`config.mk`:
```
export PLATFORM = sky130hd
export DESIGN_NAME = spi_master
export DESIGN_NICKNAME = d
export VERILOG_FILES = /design/src/common/spi_timing_pkg.sv /design/src/common/spi_cmd_pkg.sv /design/src/rtl/spi_master.sv /design/src/spi_engine/spi_bit_timer.sv /design/src/spi_engine/spi_ctrl_fsm.sv /design/src/spi_engine/spi_rx_shifter.sv /design/src/spi_engine/spi_tx_shifter.sv
export SDC_FILE = /design/constraint.sdc
export NUM_CORES = 1
export LEC_CHECK = 0
export CORE_MARGIN = 5
export CORE_UTILIZATION = 45
export DETAILED_ROUTE_END_ITERATION = 10
export DONT_BUFFER_PORTS = 1
export PLACE_DENSITY = 0.58
export SYNTH_ARGS = -nofsm -noshare
export SYNTH_HDL_FRONTEND = slang
export SYNTH_HIERARCHICAL = 1
export SYNTH_SLANG_ARGS = --single-unit
```
`constraint.sdc`:
```
create_clock -name clk -period 4.1 [get_ports clk]
set_input_delay 0.82 -clock clk [delete_from_list [all_inputs] [get_ports clk]]
set_output_delay 0.82 -clock clk [all_outputs]
set_load 0.05 [all_outputs]
```
`src/common/spi_timing_pkg.sv`:
```
package spi_timing_pkg;

  // --------------------------------------------------
  // Word widths
  // --------------------------------------------------
  localparam int CMD_WIDTH  = 12;               // Full command word
  localparam int READ_WIDTH = 8;                // Byte returned by the slave
  localparam int HDR_WIDTH  = 4;                // Flag plus address ahead of a read

  // --------------------------------------------------
  // Clocking and counters
  // --------------------------------------------------
  localparam int CLK_DIV_DEFAULT = 4;           // sclk half-period in clk cycles
  localparam int BIT_CNT_W       = 4;           // Holds up to CMD_WIDTH

endpackage

```
`src/common/spi_cmd_pkg.sv`:
```
package spi_cmd_pkg;

  import spi_timing_pkg::*;

  // --------------------------------------------------
  // Command word layouts, MSB first on the wire
  // --------------------------------------------------

  // Write layout with flag, register address and data byte
  typedef struct packed {
    logic                   is_write;           // 1 for write
    logic [HDR_WIDTH-2:0]   addr;
    logic [READ_WIDTH-1:0]  wdata;
  } spi_wr_cmd_t;

  // Read layout where only the header goes out
  typedef struct packed {
    logic                   is_write;           // 0 for read
    logic [HDR_WIDTH-2:0]   addr;
    logic [READ_WIDTH-1:0]  pad;
  } spi_rd_cmd_t;

  // Same 12 bits read two ways
  typedef union packed {
    spi_wr_cmd_t wr;
    spi_rd_cmd_t rd;
  } spi_cmd_u;

endpackage

```
`src/rtl/spi_master.sv`:
```
`timescale 1ns/1ps

module spi_master #(
  parameter int CLK_DIV = spi_timing_pkg::CLK_DIV_DEFAULT
) (
  input  logic                                  clk,
  input  logic                                  rst_n,
  input  logic [spi_timing_pkg::CMD_WIDTH-1:0]  cmd_in,
  input  logic                                  cmd_vld,
  output logic                                  cmd_rdy,
  output logic                                  sclk,
  output logic                                  cs,
  output logic                                  mosi,
  input  logic                                  miso,
  output logic                                  read_vld,
  output logic [spi_timing_pkg::READ_WIDTH-1:0] read_data
);

  import spi_timing_pkg::*;

  logic                 load;
  logic                 run;
  logic                 start;
  logic                 rx_en;
  logic                 rise_tick;
  logic                 fall_tick;
  logic                 phase_done;
  logic [BIT_CNT_W-1:0] phase_bits;

  // --------------------------------------------------
  // Control
  // --------------------------------------------------
  spi_ctrl_fsm u_ctrl_fsm (
    .clk        (clk),
    .rst_n      (rst_n),
    .cmd_in     (cmd_in),
    .cmd_vld    (cmd_vld),
    .phase_done (phase_done),
    .cmd_rdy    (cmd_rdy),
    .cs         (cs),
    .load       (load),
    .run        (run),
    .start      (start),
    .rx_en      (rx_en),
    .read_vld   (read_vld),
    .phase_bits (phase_bits)
  );

  spi_bit_timer #(
    .CLK_DIV (CLK_DIV)
  ) u_bit_timer (
    .clk        (clk),
    .rst_n      (rst_n),
    .run        (run),
    .phase_bits (phase_bits),
    .start      (start),
    .sclk       (sclk),
    .rise_tick  (rise_tick),
    .fall_tick  (fall_tick),
    .phase_done (phase_done)
  );

  // --------------------------------------------------
  // Data path
  // --------------------------------------------------
  spi_tx_shifter u_tx_shifter (
    .clk       (clk),
    .rst_n     (rst_n),
    .load      (load),
    .cmd_in    (cmd_in),
    .fall_tick (fall_tick),
    .mosi      (mosi)
  );

  spi_rx_shifter u_rx_shifter (
    .clk       (clk),
    .rst_n     (rst_n),
    .rx_en     (rx_en),
    .rise_tick (rise_tick),
    .miso      (miso),
    .read_data (read_data)
  );

endmodule

```
`src/spi_engine/spi_bit_timer.sv`:
```
`timescale 1ns/1ps

module spi_bit_timer #(
  parameter int CLK_DIV = spi_timing_pkg::CLK_DIV_DEFAULT
) (
  input  logic                                 clk,
  input  logic                                 rst_n,
  input  logic                                 run,
  input  logic [spi_timing_pkg::BIT_CNT_W-1:0] phase_bits,
  input  logic                                 start,
  output logic                                 sclk,
  output logic                                 rise_tick,
  output logic                                 fall_tick,
  output logic                                 phase_done
);

  import spi_timing_pkg::*;

  localparam int DIV_W = $clog2(CLK_DIV);

  logic [DIV_W-1:0]     div_cnt;
  logic [BIT_CNT_W-1:0] bits_left;
  logic                 half_done;

  assign half_done  = run && (div_cnt == DIV_W'(CLK_DIV - 1));
  assign rise_tick  = half_done && !sclk;
  assign fall_tick  = half_done && sclk;
  assign phase_done = fall_tick && (bits_left == BIT_CNT_W'(1));  // Fall that empties it

  // --------------------------------------------------
  // Half-period divider
  // --------------------------------------------------
  always_ff @(posedge clk or negedge rst_n)
  begin
    if (!rst_n)
    begin
      div_cnt <= '0;
      sclk    <= 1'b0;
    end
    else if (!run)
    begin
      div_cnt <= '0;
      sclk    <= 1'b0;                          // Mode 0 idle level
    end
    else if (half_done)
    begin
      div_cnt <= '0;
      sclk    <= ~sclk;
    end
    else
      div_cnt <= div_cnt + 1'b1;
  end

  // Bits remaining in the current phase
  always_ff @(posedge clk or negedge rst_n)
  begin
    if (!rst_n)
      bits_left <= '0;
    else if (start)
      bits_left <= phase_bits;                  // Wins over the header's last fall
    else if (fall_tick && bits_left != '0)
      bits_left <= bits_left - 1'b1;
  end

  a_sclk_idle_low: assert property (@(posedge clk) disable iff (!rst_n)
    !run |-> !sclk);

endmodule

```
`src/spi_engine/spi_ctrl_fsm.sv`:
```
`timescale 1ns/1ps

module spi_ctrl_fsm (
  input  logic                             clk,
  input  logic                             rst_n,
  input  spi_cmd_pkg::spi_cmd_u            cmd_in,
  input  logic                             cmd_vld,
  input  logic                             phase_done,
  output logic                             cmd_rdy,
  output logic                             cs,
  output logic                             load,
  output logic                             run,
  output logic                             start,
  output logic                             rx_en,
  output logic                             read_vld,
  output logic [spi_timing_pkg::BIT_CNT_W-1:0] phase_bits
);

  import spi_timing_pkg::*;

  typedef enum logic [2:0] {
    IDLE,
    SELECT,
    SEND,
    RECV,
    FINISH
  } state_t;

  state_t state;
  state_t state_nxt;
  logic   op_write;
  logic   accept;

  assign accept = cmd_vld && cmd_rdy;
  assign load   = accept;                       // Shifter grabs the word on accept

  // Counter reload at SELECT and at the end of a read header
  assign start = (state == SELECT) || (state == SEND && phase_done && !op_write);

  always_comb
  begin
    if (state == SELECT)
      phase_bits = op_write ? BIT_CNT_W'(CMD_WIDTH) : BIT_CNT_W'(HDR_WIDTH);
    else
      phase_bits = BIT_CNT_W'(READ_WIDTH);      // Only the receive phase reloads later
  end

  // --------------------------------------------------
  // State register and next state
  // --------------------------------------------------
  always_ff @(posedge clk or negedge rst_n)
  begin
    if (!rst_n)
      state <= IDLE;
    else
      state <= state_nxt;
  end

  always_comb
  begin
    state_nxt = state;
    case (state)
      IDLE:   if (accept) state_nxt = SELECT;
      SELECT: state_nxt = SEND;
      SEND:   if (phase_done) state_nxt = op_write ? FINISH : RECV;
      RECV:   if (phase_done) state_nxt = FINISH;
      FINISH: state_nxt = IDLE;
      default: state_nxt = IDLE;
    endcase
  end

  // --------------------------------------------------
  // Registered outputs
  // --------------------------------------------------
  always_ff @(posedge clk or negedge rst_n)
  begin
    if (!rst_n)
    begin
      cmd_rdy  <= 1'b1;
      cs       <= 1'b1;
      run      <= 1'b0;
      rx_en    <= 1'b0;
      read_vld <= 1'b0;
      op_write <= 1'b0;
    end
    else
    begin
      read_vld <= 1'b0;
      case (state)
        IDLE:
        begin
          if (accept)
          begin
            cmd_rdy  <= 1'b0;
            op_write <= cmd_in.rd.is_write;     // Read view picks the sequence
          end
          else
            cmd_rdy <= 1'b1;                    // One cycle after cs rises
        end
        SELECT:
        begin
          cs  <= 1'b0;
          run <= 1'b1;
        end
        SEND:
        begin
          if (phase_done)
          begin
            if (op_write)
              run <= 1'b0;
            else
              rx_en <= 1'b1;                    // sclk keeps running into RECV
          end
        end
        RECV:
        begin
          if (phase_done)
          begin
            run   <= 1'b0;
            rx_en <= 1'b0;
          end
        end
        FINISH:
        begin
          cs       <= 1'b1;
          read_vld <= !op_write;
        end
        default: ;
      endcase
    end
  end

  a_rdy_cs_high: assert property (@(posedge clk) disable iff (!rst_n)
    cmd_rdy |-> cs);

  // A write must finish without any result pulse
  a_no_vld_on_write: assert property (@(posedge clk) disable iff (!rst_n)
    (load && cmd_in.rd.is_write) |=> (!read_vld throughout cmd_rdy[->1]));

endmodule

```
`src/spi_engine/spi_rx_shifter.sv`:
```
`timescale 1ns/1ps

module spi_rx_shifter (
  input  logic                                  clk,
  input  logic                                  rst_n,
  input  logic                                  rx_en,
  input  logic                                  rise_tick,
  input  logic                                  miso,
  output logic [spi_timing_pkg::READ_WIDTH-1:0] read_data
);

  import spi_timing_pkg::*;

  logic [BIT_CNT_W-1:0] sample_cnt;

  always_ff @(posedge clk or negedge rst_n)
  begin
    if (!rst_n)
      read_data <= '0;
    else if (rise_tick && rx_en)
      read_data <= {read_data[READ_WIDTH-2:0], miso};  // MSB arrives first
  end

  // Samples taken in the current receive phase
  always_ff @(posedge clk or negedge rst_n)
  begin
    if (!rst_n)
      sample_cnt <= '0;
    else if (!rx_en)
      sample_cnt <= '0;
    else if (rise_tick)
      sample_cnt <= sample_cnt + 1'b1;
  end

  a_max_samples: assert property (@(posedge clk) disable iff (!rst_n)
    (rise_tick && rx_en) |-> (sample_cnt < BIT_CNT_W'(READ_WIDTH)));

endmodule

```
`src/spi_engine/spi_tx_shifter.sv`:
```
`timescale 1ns/1ps

module spi_tx_shifter (
  input  logic                  clk,
  input  logic                  rst_n,
  input  logic                  load,
  input  spi_cmd_pkg::spi_cmd_u cmd_in,
  input  logic                  fall_tick,
  output logic                  mosi
);

  import spi_timing_pkg::*;

  logic [CMD_WIDTH-1:0] shift_q;

  // Read commands send their header and then only zeros
  always_ff @(posedge clk or negedge rst_n)
  begin
    if (!rst_n)
      shift_q <= '0;
    else if (load)
      shift_q <= {cmd_in.wr.is_write,
                  cmd_in.wr.addr,
                  cmd_in.wr.is_write ? cmd_in.wr.wdata : READ_WIDTH'(0)};
    else if (fall_tick)
      shift_q <= {shift_q[CMD_WIDTH-2:0], 1'b0};  // Next bit on sclk fall
  end

  assign mosi = shift_q[CMD_WIDTH-1];           // MSB first

endmodule

```
Yosys cells after proc, flatten, opt, wreduce, memory -nomap -nowiden

Cells that the tools add are included.

Add/subtract/negate cells: 2
Equal/unequal tests: 12
Muxes and demuxes: 26
Bitwise gates (word level): 1
Reduce and logical (&&, ||, !) cells: 23

Operator list:

| cell                | count |
|---|---|
| $mux 12             | 2 |
| $mux 4              | 4 |
| $mux 3              | 4 |
| $pmux 3 s4          | 1 |
| $logic_and 1x1->1   | 9 |
| $mux 1              | 9 |
| $mux 8              | 1 |
| $ne 2x1->1 const B  | 4 |
| $reduce_and 4->1    | 2 |
| $reduce_bool 2->1   | 4 |
| $eq 3x2->1 const B  | 2 |
| $eq 4x1->1 const B  | 1 |
| $mux 2              | 2 |
| $ne 2x2->1 const B  | 2 |
| $pmux 1 s2          | 2 |
| $reduce_bool 4->1   | 1 |
| $sub 4x1->4 const B | 1 |
| $eq 3x1->1 const B  | 1 |
| $eq 3x3->1 const B  | 1 |
| $logic_not 3->1     | 1 |
| $pmux 1 s3          | 1 |
| $reduce_and 3->1    | 1 |
| $reduce_bool 3->1   | 1 |
| $add 2x1->2 const B | 1 |
| 5 further kinds     | 6 |

Flip-flop bits (word level): 36
Input bits: 16
Output and inout port bits: 13
Word-level logic and storage cells: 76

Depth between registers and ports, before layout

Depth in word-level cells: 8
Gate-level depth with buffers: 8
Gate-level depth less buffers: 8

Cells and area by module

Netlist, hierarchy kept.

By module, submodules not included:

| module         | instances | cells an instance | area an instance (µm²) | sequential area each (µm²) |
|---|---|---|---|---|
| spi_tx_shifter | 1         | 44                | 551.8                  | 300.3 |
| spi_ctrl_fsm   | 1         | 47                | 457.9                  | 227.7 |
| spi_bit_timer  | 1         | 41                | 392.9                  | 175.2 |
| spi_rx_shifter | 1         | 17                | 296.5                  | 200.2 |

Worst setup path before layout

No wires, ideal clock.

Kind: register to register
Start: reg u_bit_timer.sclk
End: reg u_bit_timer.bits_left[0]
Setup time: 0.130 ns
Data arrival time: 2.025 ns
Required time: 3.970 ns
Path slack: 1.945 ns
Cell stages (with the launch flop): 8
Buffers on the path: 0
Period minus slack after synthesis: 2.155 ns
Path through: dfrtp_1 -> nand3_2 -> nor4b_1 -> nand3_1 -> a21oi_1 -> inv_1 -> nor2_1 -> a31oi_1

Cells in the longest elaborated chain, start to end: 6
Elaborated cells between the ends (all ways): 8
Classes of those cells: mux: 1; reduce/logical: 7

Ends and longest elaborated chain:

| element                                            | RTL line            | RTL |
|---|---|---|
| start, declared                                    | spi_bit_timer.sv:11 | `output logic sclk,` |
| start signal, assigned                             | spi_bit_timer.sv:48 | `sclk <= ~sclk;` |
| $logic_and 1x1->1 *                                | spi_bit_timer.sv:27 | `assign fall_tick = half_done && sclk;` |
| $logic_and 1x1->1 *                                | spi_bit_timer.sv:28 | `assign phase_done = fall_tick && (bits_left == BIT_CNT_W'(1));` |
| net phase_done                                     | spi_master.sv:27    | `logic phase_done;` |
| $logic_and 1x1->1 * (2 in a row)                   | spi_ctrl_fsm.sv:38  | `assign start = (state == SELECT) \|\| (state == SEND && phase_done && !op_write);` |
| $logic_or 1x1->1 *                                 | spi_ctrl_fsm.sv:38  |  |
| net start                                          | spi_master.sv:23    | `logic start;` |
| $mux 4 / $reduce_bool 2->1 (equally long branches) | --                  |  |
| end signal, assigned                               | spi_bit_timer.sv:60 | `bits_left <= phase_bits;` |
| end signal, assigned                               | spi_bit_timer.sv:62 | `bits_left <= bits_left - 1'b1;` |
| end, declared                                      | spi_bit_timer.sv:22 | `logic [BIT_CNT_W-1:0] bits_left;` |

The timed path passes the listed nets; every way through them passes the cells marked *.
A chain may end at the register's enable or synchronous reset.

Worst setup path in the final report

Start: reg u_bit_timer.sclk
End: reg u_bit_timer.bits_left[3]

Same word-level chain as after synthesis.

==> flow_summary.ini <==
[critical_path]
crit_chain = nand3_2 -> nor4b_1 -> nand3_1 -> a21oi_1 -> inv_1 -> nor2_1 -> a31oi_1
endpoint_kind = register
worstSetupPathType = reg2reg
worst-path-max-fanout = 10
arrival_ps = 2680
cp.required_ps = 4250
crit_slowest_cell = dfrtp_1
slowest_delay_ps = 700
r2r_cells = 7
cp-start-kind = register

[worst_hold_path]
hold_class = in2async

[synthesis]
synth.avg_cell_area_um2 = 11.4
netlist_top_cells_area = dfrtp_1, mux2i_1, mux2_2, dfstp_2, o2bb2ai_1
synth_seq_cells = 36
yosys.area.top_type_share_pct = 50.1
seq_area_frac_synth_pct = 53.2
synthFlopType = dfrtp_1
synth_edf_count = 0
syn_inst = 149
yosysUniqueCellTypes = 38
synth_async_sr_flop_share_pct = 100
yosysWarnings = 6
syn_area_mm2 = 0.00170
yosysTopAreaCell = dfrtp_1

[placement]
gp_congestion = 0.759
place_hpwl_um = 2240
portBuffers = 0

[timing]
fin_crit_ps = 2530
hold_viol = 0
finalCritPeriodShare_pct = 61.7
fin_setup_tns_ps = 0
final_max_slew_viol_count = 0
fmax_mhz = 395
rsz0062_at_grt = false
finClkSkew_ps = 6.48
fin_hold_ws_ps = 232
tightest_slew_ps = 573
setup_viol = 0
relSlewSlack_pct = 61.3

[drt]
route.vias.total = 1078
viasPerCell = 5.47
wire_per_inst_um = 15.8
first_iter_violations = 63
routed_wl_um = 3120
post-route-drc-count = 0
ant_nets = 0
dr.pass1.iters = 4

[clock_tree]
cts_root_buf = clkbuf_8
htree_levels = 2
postCtsSetupRepairBufs = 0
cts.sinks = 36
cts-buffers-inserted = 5
cts_hold_buf = 0
cts.path.max_buffers = 2
cts.repair.resized = 0
cts_tree = built
clk_pin_slew_ps = 70
clk_latency_ps = 280

[global_routing]
grt_pass1_vias = 1110
antenna_found_initial = 0
grt_start_max_net_pins = 37
grt_pass1_wl_um = 5290
grt_overflow_total = 0
grt_util_all_layers_pct = 13.3

[die]
pin_count = 29
core_mm2 = 0.00366
die-area_mm2 = 0.00510
dieHeight_um = 71.4
start_util_pct = 46.4
die_x_um = 71.4
rows = 22

[layout]
syn_to_final_growth_pct = 4.64
n_antenna_cell = 0
fin_nets = 168
num-fill-cells = 335
drive_gt1_share_pct = 14.1

[flow_run]
max_cap_viol_count = 0

[pwr]
vdd_drop_max_mv = 0.331
leakage_nw = 0.770
power_density_mw_per_mm2 = 656

[run_status]
outcome = finished clean
state kept, by name, summed over array words and instances, names as in the netlist, 2 cells and up:
signal,cells
u_bit_timer/bits_left,4
u_ctrl_fsm/state,3
u_rx_shifter/read_data,8
u_tx_shifter/shift_q,12
u_bit_timer/div_cnt,2
where the power goes:
part           internal (W)  total [W]  switching [W]
Clock              0.000115   0.000229       0.000114
Sequential         0.000474   0.000685       0.000211
Combinational      0.000126   0.000253       0.000127
layout make-up:
type	count	area [um2]	area share, %
clock buffers	6	72.6	4.08
clock inverters	1	5.00	0.281
inverters	7	26.3	1.48
multi-input cells	99	711	40.0
flip-flops and latches	36	903	50.8
well taps	48	60.1	3.38
kinds of logic (layout without fill, tap and decap cells):
family                     after synthesis  in the layout  share of synthesized area, %
and+or+nand+nor                         43             43                          15.0
adders and majority gates                3              3                          2.21
muxes                                   20             20                          12.4
other                                    1              2                         0.221
AOI/OAI and AO/OA                       30             30                          11.2
xor gates and xnor gates                 1              1                         0.516
buffers and inverters                   15             14                          5.23
DFF                                     36             36                          53.2
critical path, delay by kind of cell (launching register included):
kind,cells,cell delay (ps)
buf+inv,1,160
compound gates,2,350
simple gates,4,1180
flops,1,700
synth_stat cells (3+ instances only):
cell,instances
o21ai_0,8
nand2_1,8
nor2_1,12
mux2_2,8
ha_1,3
o2bb2ai_1,6
a21oi_1,6
inv_1,7
a31oi_1,4
buf_4,4
dfrtp_1,34
mux2i_1,11
or4_1,3
per-stage QoR:
| stage | area (um2) | power (W) | utilization [%] | worst slack [ps] | std cells |
|---|---|---|---|---|---|
| finish | 1780 | 0.00117 | 48.6 | 1570 | 197 |
| global route | 1780 | 0.00124 | 48.6 | 1360 | 197 |
| CTS | 1780 | 0.00118 | 48.6 | 1580 | 197 |
| detailed placement | 1700 | 0.000944 | 46.4 | 1580 | 190 |
| global placement | 1700 | 0.000924 | 46.4 | 1750 | 190 |
| floorplan | 1700 | 0.000886 | - | 1940 | 150 |
cells in the final DEF (no fill, tap or decap), types with 3 or more instances in the layout:
| cell | n |
|---|---|
| dfrtp_1 | 34 |
| nor2_1 | 12 |
| mux2i_1 | 11 |
| nand2_1 | 8 |
| o21ai_0 | 8 |
| mux2_2 | 8 |
| inv_1 | 7 |
| a21oi_1 | 6 |
| o2bb2ai_1 | 6 |
| clkbuf_8 | 5 |
| a31oi_1 | 4 |
| or4_1 | 3 |
| ha_1 | 3 |
per-layer routing:
layer / track usage (%) / vias to the layer above / routed length [um]
met2: 20.5 / 25 / 1460
met5: 0 / - / 0
met3: 4.21 / 6 / 198
met4: 5.85 / 0 / 50
met1: 17.1 / 521 / 1400
li1: - / 526 / -
worst paths after layout:
| path | from | to | slack, ps |
|---|---|---|---|
| max | u_bit_timer/sclk | u_bit_timer/bits_left[3] | 1570 |
| min in group clk | u_bit_timer/div_cnt[0] | u_bit_timer/div_cnt[0] | 440 |
| max reg2reg | u_bit_timer/sclk | u_bit_timer/bits_left[3] | 1570 |
| max in group asynchronous | rst_n | u_ctrl_fsm/cs | 3680 |
| min | rst_n | u_tx_shifter/shift_q[9] | 230 |
| min reg2reg | u_bit_timer/div_cnt[0] | u_bit_timer/div_cnt[0] | 440 |
Power figures use the tool's default switching activity.
